$ cat config.mk
export PLATFORM = sky130hd
export DESIGN_NAME = dfe_top
export DESIGN_NICKNAME = d
export VERILOG_FILES = /design/src/verilog/dfe_pkg.sv /design/src/verilog/dfe_feedback.sv /design/src/verilog/dfe_regs.sv /design/src/verilog/dfe_top.sv /design/src/verilog/pam4_slicer.sv
export VERILOG_INCLUDE_DIRS = /design/src /design/src/include
export SDC_FILE = /design/constraint.sdc
export NUM_CORES = 1
export LEC_CHECK = 0
export BUFFER_PORTS_ARGS = -buffer_cell sky130_fd_sc_hd__buf_2
export CAP_MARGIN = 20
export CORE_MARGIN = 5
export CORE_UTILIZATION = 44
export CTS_CLUSTER_DIAMETER = 60
export DETAILED_ROUTE_END_ITERATION = 6
export MAX_ROUTING_LAYER = met4
export PLACE_DENSITY = 0.61
export RECOVER_POWER = 50
export REMOVE_ABC_BUFFERS = 1
export SLEW_MARGIN = 20
export SYNTH_ARGS = -nofsm -noshare
export SYNTH_HDL_FRONTEND = slang
export SYNTH_SLANG_ARGS = --single-unit
$ cat constraint.sdc
create_clock -name clk -period 36 [get_ports clk]
set_input_delay 7.2 -clock clk [delete_from_list [all_inputs] [get_ports clk]]
set_output_delay 7.2 -clock clk [all_outputs]
set_load 0.01 [all_outputs]
$ cat src/include/dfe_defs.svh
// DFE register map
`ifndef DFE_DEFS_SVH
`define DFE_DEFS_SVH

// control, bit 0 enables the feedback path
`define DFE_REG_CTRL    0
// level separation, unsigned
`define DFE_REG_SEP     1
// first tap weight, the others follow at consecutive addresses
`define DFE_REG_TAP0    2
// read-only counters, a write clears them
`define DFE_REG_SYMCNT  8
`define DFE_REG_SATCNT  9

// separation after reset
`define DFE_SEP_DEFAULT 56

`endif

$ cat src/verilog/dfe_pkg.sv
// PAM4 DFE shared types
`default_nettype none

package dfe_pkg;

    // Gray-coded PAM4 symbol
    typedef logic [1:0] pam4_sym_t;

    // decision level index, -3/-1/+1/+3 (0 only in the reset history)
    typedef logic signed [2:0] level_t;

    // fraction bits of the tap weights
    localparam int TAP_FRAC = 4;

    // Wishbone register port
    localparam int WB_ADR_W = 4;
    localparam int WB_DAT_W = 16;

    // neighbouring levels differ in one bit
    function automatic pam4_sym_t to_gray(input level_t lvl);
        pam4_sym_t g;
        case (lvl)
            -3:      g = 2'b00;
            -1:      g = 2'b01;
            1:       g = 2'b11;
            3:       g = 2'b10;
            default: g = 2'b00;
        endcase
        return g;
    endfunction

endpackage

`default_nettype wire

$ cat src/verilog/dfe_feedback.sv
// DFE feedback stage
`timescale 1ns/1ps
`default_nettype none

module dfe_feedback
    import dfe_pkg::*;
#(
    parameter int SAMPLE_W = 10,
    parameter int NUM_TAPS = 3,
    parameter int TAP_W    = 8
) (
    input  wire logic                       clk,
    input  wire logic                       rstn,
    input  wire logic signed [SAMPLE_W-1:0] sample,
    input  wire logic                       sample_valid,
    input  wire logic                       fb_enable,
    input  wire logic [SAMPLE_W-1:0]        separation,
    input  wire logic [NUM_TAPS*TAP_W-1:0]  taps,
    input  wire level_t                     dec_level,
    output logic signed [SAMPLE_W-1:0]      eq_sample,
    output logic                            eq_valid,
    output logic                            sat_pulse
);

    // room for tap*level summed over six taps, times separation/2
    localparam int ACC_W = SAMPLE_W + TAP_W + 8;
    localparam logic signed [ACC_W-1:0] EQ_MAX = (ACC_W'(1) <<< (SAMPLE_W - 1)) - 1;
    localparam logic signed [ACC_W-1:0] EQ_MIN = -(ACC_W'(1) <<< (SAMPLE_W - 1));

    level_t                  hist [NUM_TAPS];
    level_t                  eff  [NUM_TAPS];
    logic [SAMPLE_W-1:0]     half_sep;
    logic signed [ACC_W-1:0] tap_sum;
    logic signed [ACC_W-1:0] isi;
    logic signed [ACC_W-1:0] diff;
    logic signed [ACC_W-1:0] eq_next;
    logic                    clamp;

    // newest decision is still combinational from the slicer while eq_valid
    // is high, so fold it in ahead of the stored history
    always_comb begin
        eff[0] = eq_valid ? dec_level : hist[0];
        for (int k = 1; k < NUM_TAPS; k++) begin
            eff[k] = eq_valid ? hist[k-1] : hist[k];
        end
    end

    assign half_sep = separation >> 1;

    // isi = (sum tap[k]*level[k] * sep/2) >>> TAP_FRAC
    always_comb begin
        tap_sum = '0;
        for (int k = 0; k < NUM_TAPS; k++) begin
            tap_sum = tap_sum + $signed(taps[k*TAP_W +: TAP_W]) * eff[k];
        end
        isi = (tap_sum * $signed({1'b0, half_sep})) >>> TAP_FRAC;
    end

    always_comb begin
        if (fb_enable) begin
            diff = ACC_W'(sample) - isi;
        end else begin
            diff = ACC_W'(sample);
        end
        clamp = 1'b1;
        if (diff > EQ_MAX) begin
            eq_next = EQ_MAX;
        end else if (diff < EQ_MIN) begin
            eq_next = EQ_MIN;
        end else begin
            eq_next = diff;
            clamp   = 1'b0;
        end
    end

    always_ff @(posedge clk) begin
        if (!rstn) begin
            eq_valid  <= 1'b0;
            sat_pulse <= 1'b0;
            eq_sample <= '0;
            for (int k = 0; k < NUM_TAPS; k++) begin
                hist[k] <= '0;
            end
        end else begin
            eq_valid  <= sample_valid;
            sat_pulse <= sample_valid && clamp;
            if (sample_valid) begin
                eq_sample <= eq_next[SAMPLE_W-1:0];
            end
            // shift in the decision of the sample leaving this stage
            if (eq_valid) begin
                for (int k = 0; k < NUM_TAPS; k++) begin
                    hist[k] <= eff[k];
                end
            end
        end
    end

endmodule

`default_nettype wire

$ cat src/verilog/dfe_regs.sv
// DFE register block
`timescale 1ns/1ps
`default_nettype none
`include "dfe_defs.svh"

module dfe_regs
    import dfe_pkg::*;
#(
    parameter int SAMPLE_W = 10,
    parameter int NUM_TAPS = 3,
    parameter int TAP_W    = 8
) (
    input  wire logic                      clk,
    input  wire logic                      rstn,
    input  wire logic                      wb_cyc,
    input  wire logic                      wb_stb,
    input  wire logic                      wb_we,
    input  wire logic [WB_ADR_W-1:0]       wb_adr,
    input  wire logic [WB_DAT_W-1:0]       wb_dat_w,
    output logic      [WB_DAT_W-1:0]       wb_dat_r,
    output logic                           wb_ack,
    input  wire logic                      sym_valid,
    input  wire logic                      sat_pulse,
    output logic                           fb_enable,
    output logic      [SAMPLE_W-1:0]       separation,
    output logic      [NUM_TAPS*TAP_W-1:0] taps
);

    logic signed [TAP_W-1:0] tap_q [NUM_TAPS];
    logic [15:0]             sym_cnt;
    logic [15:0]             sat_cnt;
    logic                    req;
    logic                    wr_en;
    logic [WB_DAT_W-1:0]     rd_data;

    // new request seen while ack is low, ack follows on the next edge
    assign req   = wb_cyc && wb_stb && !wb_ack;
    assign wr_en = req && wb_we;

    always_comb begin
        for (int i = 0; i < NUM_TAPS; i++) begin
            taps[i*TAP_W +: TAP_W] = tap_q[i];
        end
    end

    // read mux, unmapped addresses give 0
    always_comb begin
        rd_data = '0;
        if (wb_adr == WB_ADR_W'(`DFE_REG_CTRL)) begin
            rd_data[0] = fb_enable;
        end else if (wb_adr == WB_ADR_W'(`DFE_REG_SEP)) begin
            rd_data = WB_DAT_W'(separation);
        end else if (wb_adr == WB_ADR_W'(`DFE_REG_SYMCNT)) begin
            rd_data = sym_cnt;
        end else if (wb_adr == WB_ADR_W'(`DFE_REG_SATCNT)) begin
            rd_data = sat_cnt;
        end
        for (int i = 0; i < NUM_TAPS; i++) begin
            if (wb_adr == WB_ADR_W'(`DFE_REG_TAP0 + i)) begin
                // sign-extend so software sees the weight as a 16-bit value
                rd_data = WB_DAT_W'(tap_q[i]);
            end
        end
    end

    always_ff @(posedge clk) begin
        if (!rstn) begin
            wb_ack     <= 1'b0;
            fb_enable  <= 1'b0;
            separation <= SAMPLE_W'(`DFE_SEP_DEFAULT);
            for (int i = 0; i < NUM_TAPS; i++) begin
                tap_q[i] <= '0;
            end
        end else begin
            wb_ack <= req;
            if (wr_en) begin
                if (wb_adr == WB_ADR_W'(`DFE_REG_CTRL)) begin
                    fb_enable <= wb_dat_w[0];
                end
                if (wb_adr == WB_ADR_W'(`DFE_REG_SEP)) begin
                    separation <= wb_dat_w[SAMPLE_W-1:0];
                end
                for (int i = 0; i < NUM_TAPS; i++) begin
                    if (wb_adr == WB_ADR_W'(`DFE_REG_TAP0 + i)) begin
                        tap_q[i] <= wb_dat_w[TAP_W-1:0];
                    end
                end
            end
        end
    end

    // read data is captured with the request and held while ack is high
    always_ff @(posedge clk) begin
        if (req) begin
            wb_dat_r <= rd_data;
        end
    end

    // wrapping counters, a write to the address clears and wins over a count
    always_ff @(posedge clk) begin
        if (!rstn) begin
            sym_cnt <= '0;
            sat_cnt <= '0;
        end else begin
            if (wr_en && wb_adr == WB_ADR_W'(`DFE_REG_SYMCNT)) begin
                sym_cnt <= '0;
            end else if (sym_valid) begin
                sym_cnt <= sym_cnt + 16'd1;
            end
            if (wr_en && wb_adr == WB_ADR_W'(`DFE_REG_SATCNT)) begin
                sat_cnt <= '0;
            end else if (sat_pulse) begin
                sat_cnt <= sat_cnt + 16'd1;
            end
        end
    end

endmodule

`default_nettype wire

$ cat src/verilog/dfe_top.sv
// PAM4 receive equalizer top
`timescale 1ns/1ps
`default_nettype none

module dfe_top
    import dfe_pkg::*;
#(
    parameter int SAMPLE_W = 10,
    parameter int NUM_TAPS = 3,
    parameter int TAP_W    = 8
) (
    input  wire logic                       clk,
    input  wire logic                       rstn,
    input  wire logic signed [SAMPLE_W-1:0] sample,
    input  wire logic                       sample_valid,
    output pam4_sym_t                       sym,
    output level_t                          sym_level,
    output logic signed [SAMPLE_W-1:0]      eq_sample,
    output logic                            sym_valid,
    input  wire logic                       wb_cyc,
    input  wire logic                       wb_stb,
    input  wire logic                       wb_we,
    input  wire logic [WB_ADR_W-1:0]        wb_adr,
    input  wire logic [WB_DAT_W-1:0]        wb_dat_w,
    output logic      [WB_DAT_W-1:0]        wb_dat_r,
    output logic                            wb_ack
);

    logic                       fb_enable;
    logic [SAMPLE_W-1:0]        separation;
    logic [NUM_TAPS*TAP_W-1:0]  taps;
    logic signed [SAMPLE_W-1:0] fb_eq;
    logic                       eq_valid;
    logic                       sat_pulse;
    level_t                     dec_level;

    dfe_regs #(
        .SAMPLE_W (SAMPLE_W),
        .NUM_TAPS (NUM_TAPS),
        .TAP_W    (TAP_W)
    ) u_regs (
        .clk        (clk),
        .rstn       (rstn),
        .wb_cyc     (wb_cyc),
        .wb_stb     (wb_stb),
        .wb_we      (wb_we),
        .wb_adr     (wb_adr),
        .wb_dat_w   (wb_dat_w),
        .wb_dat_r   (wb_dat_r),
        .wb_ack     (wb_ack),
        .sym_valid  (sym_valid),
        .sat_pulse  (sat_pulse),
        .fb_enable  (fb_enable),
        .separation (separation),
        .taps       (taps)
    );

    // stage 1, isi subtraction
    dfe_feedback #(
        .SAMPLE_W (SAMPLE_W),
        .NUM_TAPS (NUM_TAPS),
        .TAP_W    (TAP_W)
    ) u_feedback (
        .clk          (clk),
        .rstn         (rstn),
        .sample       (sample),
        .sample_valid (sample_valid),
        .fb_enable    (fb_enable),
        .separation   (separation),
        .taps         (taps),
        .dec_level    (dec_level),
        .eq_sample    (fb_eq),
        .eq_valid     (eq_valid),
        .sat_pulse    (sat_pulse)
    );

    // stage 2, decision and output register
    pam4_slicer #(
        .SAMPLE_W (SAMPLE_W)
    ) u_slicer (
        .clk        (clk),
        .rstn       (rstn),
        .eq_sample  (fb_eq),
        .eq_valid   (eq_valid),
        .separation (separation),
        .dec_level  (dec_level),
        .sym        (sym),
        .sym_level  (sym_level),
        .sym_out    (eq_sample),
        .sym_valid  (sym_valid)
    );

endmodule

`default_nettype wire

$ cat src/verilog/pam4_slicer.sv
// PAM4 decision slicer
`timescale 1ns/1ps
`default_nettype none

module pam4_slicer
    import dfe_pkg::*;
#(
    parameter int SAMPLE_W = 10
) (
    input  wire logic                       clk,
    input  wire logic                       rstn,
    input  wire logic signed [SAMPLE_W-1:0] eq_sample,
    input  wire logic                       eq_valid,
    input  wire logic [SAMPLE_W-1:0]        separation,
    output level_t                          dec_level,
    output pam4_sym_t                       sym,
    output level_t                          sym_level,
    output logic signed [SAMPLE_W-1:0]      sym_out,
    output logic                            sym_valid
);

    logic signed [SAMPLE_W:0] eq_ext;
    logic signed [SAMPLE_W:0] sep_pos;
    logic signed [SAMPLE_W:0] sep_neg;

    // one extra bit so the full unsigned separation compares as signed
    assign eq_ext  = eq_sample;
    assign sep_pos = $signed({1'b0, separation});
    assign sep_neg = -sep_pos;

    // levels sit at +-sep/2 and +-3sep/2, so the midpoints are 0 and +-sep
    always_comb begin
        if (eq_ext >= sep_pos) begin
            dec_level = 3'sd3;
        end else if (eq_ext >= 0) begin
            dec_level = 3'sd1;
        end else if (eq_ext >= sep_neg) begin
            dec_level = -3'sd1;
        end else begin
            dec_level = -3'sd3;
        end
    end

    always_ff @(posedge clk) begin
        if (!rstn) begin
            sym_valid <= 1'b0;
            sym       <= '0;
            sym_level <= '0;
            sym_out   <= '0;
        end else begin
            sym_valid <= eq_valid;
            if (eq_valid) begin
                sym       <= to_gray(dec_level);
                sym_level <= dec_level;
                sym_out   <= eq_sample;
            end
        end
    end

endmodule

`default_nettype wire
Word-level counts from Yosys, hierarchy flattened
Memory sizes are Yosys's and may differ from the RTL's.
Cells that the tools add are included.
Word-level totals
  memory bits (writable): 33
  register bits: 88
  memories kept: 2
  bits in latches: 0
  ROM bits: 0
Operators by class
  multiplexer cells: 42
  bitwise gates (word level): 7
  add/subtract/negate cells: 6
  equal/unequal tests: 9
  multiply operators: 4
  div/mod/pow operators: 0
  shifts and indexed selects: 0
  reductions and logical operators: 12
  order comparisons: 5
Memory list
  u_regs.tap_q: words 3, bits a word 8, read ports 3, clocked after memory_dff 0, wr ports 3, RTL line dfe_regs.sv:29  | logic signed [TAP_W-1:0] tap_q [NUM_TAPS];
  u_feedback.hist: words 3, bits a word 3, read ports 3, clocked after memory_dff 0, wr ports 3, RTL line dfe_feedback.sv:30  | level_t hist [NUM_TAPS];
Operators by type and width (number)
  $mux W16: 6
  $add A26 B26 Y26: 2
  $mul A8 B3 Y11: 3
  $add A16 B1 Y16 const B: 2
  $eq A32 B1 Y1 const B: 1
  $eq A32 B2 Y1 const B: 1
  $eq A32 B32 Y1 const B: 1
  $gt A26 B10 Y1 const B: 1
  $lt A26 B10 Y1 const B: 1
  $mul A26 B10 Y26: 1
  $mux W26: 1
  $mux W3: 8
  $mux W8: 3
  $sub A10 B22 Y23: 1
  $ge A10 B11 Y1: 2
  $mux W10: 2
  $mux W1: 19
  $mux W15: 1
  $neg A10 Y11: 1
  $ge A10 B1 Y1 const B: 1
  $eq A4 B2 Y1 const B: 2
  $eq A4 B4 Y1 const B: 2
  $logic_and A1 B1 Y1: 6
  $or A1 B1 Y1: 6
  other kinds (9): 11

Depth between registers and ports, before layout
  depth in word-level cells: 16
  gate-level depth with buffers: 65
  gate-level depth less buffers: 62

Cells and area by module
A second synthesis with hierarchy kept.
Second synthesis, totals
  cells, all modules: 1618
  area, all modules: 14670.3 sq um
Modules (own cells, without submodules)
  dfe_feedback: cells an instance 1110, instances 1, area each 9606.7 sq um, sequential area each 510.5 sq um
  dfe_regs: cells an instance 360, instances 1, area each 3788.6 sq um, sequential area each 2082.0 sq um
  pam4_slicer: cells an instance 148, instances 1, area each 1275.0 sq um, sequential area each 320.3 sq um

Worst setup path after synthesis
Ideal clock, no wire load.
  kind: register to register
  from: register u_regs.separation[2]
  to: register u_feedback.eq_sample[0]
  path slack: 22.661 ns
  stages on the path, launching flop included: 61
  arrival time: 13.217 ns
  buffers on the path: 5
  library setup time: 0.122 ns
  clock period less this slack: 13.339 ns
  cell sequence: dfxtp_1 > clkbuf_1 > nor4_1 > nand2_1 > nor3_1 > xnor2_1 > ha_1 > a21o_1 > a211oi_1 > nor4b_1 > a32oi_1 > a31o_2 > and2_1 > fa_1 > ha_1 > ha_1 > fa_1 > a21o_1 > (+25 left out) > o221ai_1 > o2111ai_1 > a311oi_1 > o21a_1 > nor2_1 > xor2_1 > ha_1 > clkbuf_1 > and4_1 > a311oi_1 > and2_1 > a211oi_1 > nand4_1 > nor4_1 > a41o_1 > o211a_1 > buf_6 > a221o_1
Between the ends
  longest elaborated chain between the ends: 15
  elaborated cells between the ends (all ways): 17
Ends and longest elaborated chain
  start: declaration: RTL line dfe_regs.sv:25  | output logic [SAMPLE_W-1:0] separation,
  start signal: assignment: RTL line dfe_regs.sv:70  | separation <= SAMPLE_W'(`DFE_SEP_DEFAULT);
  start signal: assignment: RTL line dfe_regs.sv:81  | separation <= wb_dat_w[SAMPLE_W-1:0];
  $neg A10 Y11: RTL line pam4_slicer.sv:29  | assign sep_neg = -sep_pos;
  $ge A10 B11 Y1: RTL line pam4_slicer.sv:37  | end else if (eq_ext >= sep_neg) begin
  $mux W2: RTL line pam4_slicer.sv:37
  $mux W3: RTL line pam4_slicer.sv:35  | end else if (eq_ext >= 0) begin
  $mux W3: RTL line pam4_slicer.sv:33  | if (eq_ext >= sep_pos) begin
  $mux W3: RTL line dfe_feedback.sv:42  | eff[0] = eq_valid ? dec_level : hist[0];
  $mul A8 B3 Y11: RTL line dfe_feedback.sv:54  | tap_sum = tap_sum + $signed(taps[k*TAP_W +: TAP_W]) * eff[k];
  $add A26 B26 Y26 (2 in series): RTL line dfe_feedback.sv:54
  $mul A26 B10 Y26 *: RTL line dfe_feedback.sv:56  | isi = (tap_sum * $signed({1'b0, half_sep})) >>> TAP_FRAC;
  $sub A10 B22 Y23 *: RTL line dfe_feedback.sv:61  | diff = ACC_W'(sample) - isi;
  $mux W26 *: RTL line dfe_feedback.sv:60  | if (fb_enable) begin
  $lt A26 B10 Y1: RTL line dfe_feedback.sv:68  | end else if (diff < EQ_MIN) begin
  $mux W10: RTL line dfe_feedback.sv:68
  $mux W10 *: RTL line dfe_feedback.sv:66  | if (diff > EQ_MAX) begin
  end signal: assignment: RTL line dfe_feedback.sv:88  | eq_sample <= eq_next[SAMPLE_W-1:0];
  end: declaration: RTL line dfe_feedback.sv:20  | output logic signed [SAMPLE_W-1:0] eq_sample,
Every way passes the cells marked *; elsewhere a longest branch is shown, timed or not.
A chain may end at the register's enable or synchronous reset.

Worst setup path after layout
  from: register u_regs.separation[2]
  to: register u_feedback.sat_pulse
Between the ends
  longest elaborated chain between the ends: 16
  elaborated cells between the ends (all ways): 18
Ends and longest elaborated chain
  $neg A10 Y11: RTL line pam4_slicer.sv:29
  $ge A10 B11 Y1: RTL line pam4_slicer.sv:37
  $mux W2: RTL line pam4_slicer.sv:37
  $mux W3: RTL line pam4_slicer.sv:35
  $mux W3: RTL line pam4_slicer.sv:33
  $mux W3: RTL line dfe_feedback.sv:42
  $mul A8 B3 Y11: RTL line dfe_feedback.sv:54
  $add A26 B26 Y26 (2 in series): RTL line dfe_feedback.sv:54
  $mul A26 B10 Y26 *: RTL line dfe_feedback.sv:56
  $sub A10 B22 Y23 *: RTL line dfe_feedback.sv:61
  $mux W26 *: RTL line dfe_feedback.sv:60
  $lt A26 B10 Y1: RTL line dfe_feedback.sv:68
  $mux W1: RTL line dfe_feedback.sv:68
  $mux W1 *: RTL line dfe_feedback.sv:66
  $logic_and A1 B1 Y1 *: RTL line dfe_feedback.sv:86  | sat_pulse <= sample_valid && clamp;
  end signal: assignment: RTL line dfe_feedback.sv:86
  end: declaration: RTL line dfe_feedback.sv:22  | output logic sat_pulse
Marked as above.

==> impl_metrics.json <==
{
  "crit_type": "flip-flop to flip-flop",
  "place_area_sq_mm": 0.01640,
  "dieArea_sq_mm": 0.03940,
  "maxSlewHeadroom": -0.1484,
  "ys_ff_latch": 121,
  "cpMaxStageDelayCell": "xnor2_1",
  "overflow": 0,
  "synth-edff-count": 49,
  "num_vias": 12070,
  "crit_start": "u_regs.separation[2]",
  "layout-drive-gt1-share": 0.06434,
  "finalSetupViolations": 0,
  "io_buffer_count": 62,
  "synthFlopType": "dfxtp_1",
  "stdcell_count": 2264,
  "r2r_end": "u_feedback.sat_pulse",
  "endpoint_kind": "flip-flop",
  "postSynthCellCount": 1753,
  "wl_per_cell_um": 17.02,
  "maxCapViolations": 1,
  "ys_seq_area_frac": 0.1863,
  "drc": 0,
  "grt_pass1_vias": 11890,
  "core_sq_mm": 0.03531,
  "placed_cells": 2232,
  "fin_crit_sh": 0.4389,
  "ff2ff_path_depth": 58,
  "num_rows": 69,
  "die_h_um": 198.5,
  "drt_pass1_iterations": 7,
  "yosysWarnings": 0,
  "io-pin-count": 69,
  "grt_max_degree": 41,
  "timing.fmax_ghz": 0.06329,
  "r2r_start": "u_regs.separation[2]",
  "startpoint_type": "flip-flop",
  "drtIter0Drc": 626,
  "cp.required_ns": 36.26,
  "antenna_found_initial": 0,
  "slew_violations": 40,
  "ys_top_cells_by_area": "fa_1 22%, ha_1 13%, edfxtp_1 9.4%",
  "place_congestion": 0.8664,
  "rsz0062_at_grt": "no",
  "die_w_um": 198.5,
  "reg2reg_setup_slack_ns": 20.20,
  "track_usage": 0.2043,
  "antenna_cells": 0,
  "clk_pin_slew_ns": 0.06,
  "synthTopCellsByCount": "231 x inv_1, 192 x nand2_1, 173 x fa_1, 159 x ha_1, 127 x nor2_1",
  "worstHoldPathType": "flip-flop to flip-flop",
  "clk_latency_ns": 0.43,
  "grt_pass1_wl_um": 62160,
  "area_growth_pct": 8.179,
  "period_minus_slack_ns": 15.80,
  "initial_utilization": 0.4428,
  "status": "finished, violations left",
  "crit_arrival_ns": 16.06,
  "post_cts_buffers": 0,
  "htree_levels": 4,
  "drt-total-wl_um": 38520,
  "yosys.cell_types.count": 77,
  "cts_made_buffers": 17,
  "cts_tree": "built",
  "skew_ns": 0.01168,
  "yosysTopAreaCell": "fa_1",
  "dp_hpwl_um": 30830,
  "synth_top_area_share": 0.2215,
  "netlist_area_sq_mm": 0.01563,
  "crit_fanout": 29,
  "clock_tree.buffer_depth": 2,
  "stdcell_area_sq_mm": 0.01691,
  "max_stage_delay_ns": 0.90,
  "yosysMostFrequentCell": "inv_1",
  "violations": "max-capacitance violations, max-slew violations",
  "crit_top_cell": "fa_1",
  "holdCritStartpoint": "u_slicer.sym_level[2]",
  "ant_nets": 0,
  "synthArstFlopShare": 0,
  "hold_viol": 0,
  "cts_resized": 0,
  "root_buffer": "clkbuf_16",
  "viasPerCell": 5.332,
  "nNetsFinal": 2158,
  "clkSinkCount": 121,
  "min_to": "u_slicer.sym_level[2]",
  "worstMarginPinSlew_ns": 1.723,
  "min_path_cells": 1,
  "avgSynthCellArea_sq_um": 8.918,
  "fin_tns_setup_ns": 0,
  "ctsHoldBuffers": 0
}
## final cells by class
type                            instances  area (sq um)
Inverter                              235         882.1
Timing Repair Buffer                   77         375.4
Sequential cell                       121          2913
Clock inverter                         12         86.33
Clock buffer                           20         467.9
Tap cell                              461         576.8
Fill cell                            3406         18400
Multi-Input combinational cell       1338         11610
## kinds of logic (layout without fill, tap and decap cells)
kind of cell               count (synthesis)  in the layout  share of synthesized area
adders and majority gates                332            332                     0.3488
xor gates and xnor gates                 109            109                    0.06106
muxes                                     42             42                    0.02833
and+or+nand+nor                          594            594                     0.1862
buffers and inverters                    294            344                    0.07259
DFF                                      121            121                     0.1863
AOI/OAI and AO/OA                        261            261                     0.1168
## registers in the layout, summed over array words and instances (netlist names)
signal                count
u_feedback.eq_sample     10
u_feedback.sat_pulse      1
u_slicer.sym_level        3
u_slicer.sym_out         10
u_regs.wb_dat_r          16
u_regs.fb_enable          1
u_regs.sym_cnt           16
u_feedback.eq_valid       1
u_regs.tap_q             24
u_feedback.hist           9
u_slicer.sym              2
u_regs.sat_cnt           16
u_regs.separation        10
u_slicer.sym_valid        1
u_regs.wb_ack             1
## stage by stage
stage	hold WS (ns)	util	setup slack [ns]
after global routing	0.4818	0.4790	19.17
after detailed placement	0.4368	0.4645	20.31
after floorplan	0.4662	-	21.97
after global placement	0.4308	0.4645	20.38
final	0.4506	0.4790	20.20
after CTS	0.4522	0.4802	20.23
## worst max-delay path: cells and delay by family (launching register included)
kind                     cells  cell delay, ns
XOR/XNOR                     3            1.16
adder cells (fa/ha/maj)     13            5.66
flip-flops                   1            0.30
AND/OR/NAND/NOR             19            3.73
buffers and inverters        5            0.46
AO/OA/AOI/OAI               18            4.26
## cells in the final DEF (no fill, tap or decap), types with 27 or more instances in the layout
| cell type | instances |
|---|---|
| inv_1 | 231 |
| a21o_1 | 27 |
| nand2_1 | 192 |
| and2_1 | 94 |
| nor2b_1 | 40 |
| buf_2 | 27 |
| nor2_1 | 127 |
| xnor2_1 | 69 |
| fa_1 | 173 |
| dfxtp_1 | 72 |
| xor2_1 | 40 |
| clkbuf_1 | 37 |
| o21ai_0 | 45 |
| edfxtp_1 | 49 |
| mux2i_1 | 33 |
| ha_1 | 159 |
| a21oi_1 | 53 |
## how the worst max path moves through the flow
stage / slack [ns] / end / cells past startpoint
floorplan: 21.97 / u_feedback.eq_sample[0] / 56
global placement: 20.38 / u_feedback.sat_pulse / 55
detailed placement: 20.31 / u_feedback.sat_pulse / 55
CTS: 20.23 / u_feedback.sat_pulse / 56
global route: 19.17 / u_feedback.sat_pulse / 55
finish: 20.20 / u_feedback.sat_pulse / 58
## layer usage
| metal | wire length (um) | GRT usage | vias to the layer above |
|---|---|---|---|
| met2 | 19200 | 0.3409 | 206 |
| met3 | 1209 | 0.01762 | 49 |
| met1 | 17380 | 0.2698 | 5951 |
| met5 | 0 | - | - |
| met4 | 738 | 0.05522 | 0 |
| li1 | - | - | 5866 |
Power is not shown: default switching activity piles up to over one toggle a cycle in this logic, so the estimate is an artifact.
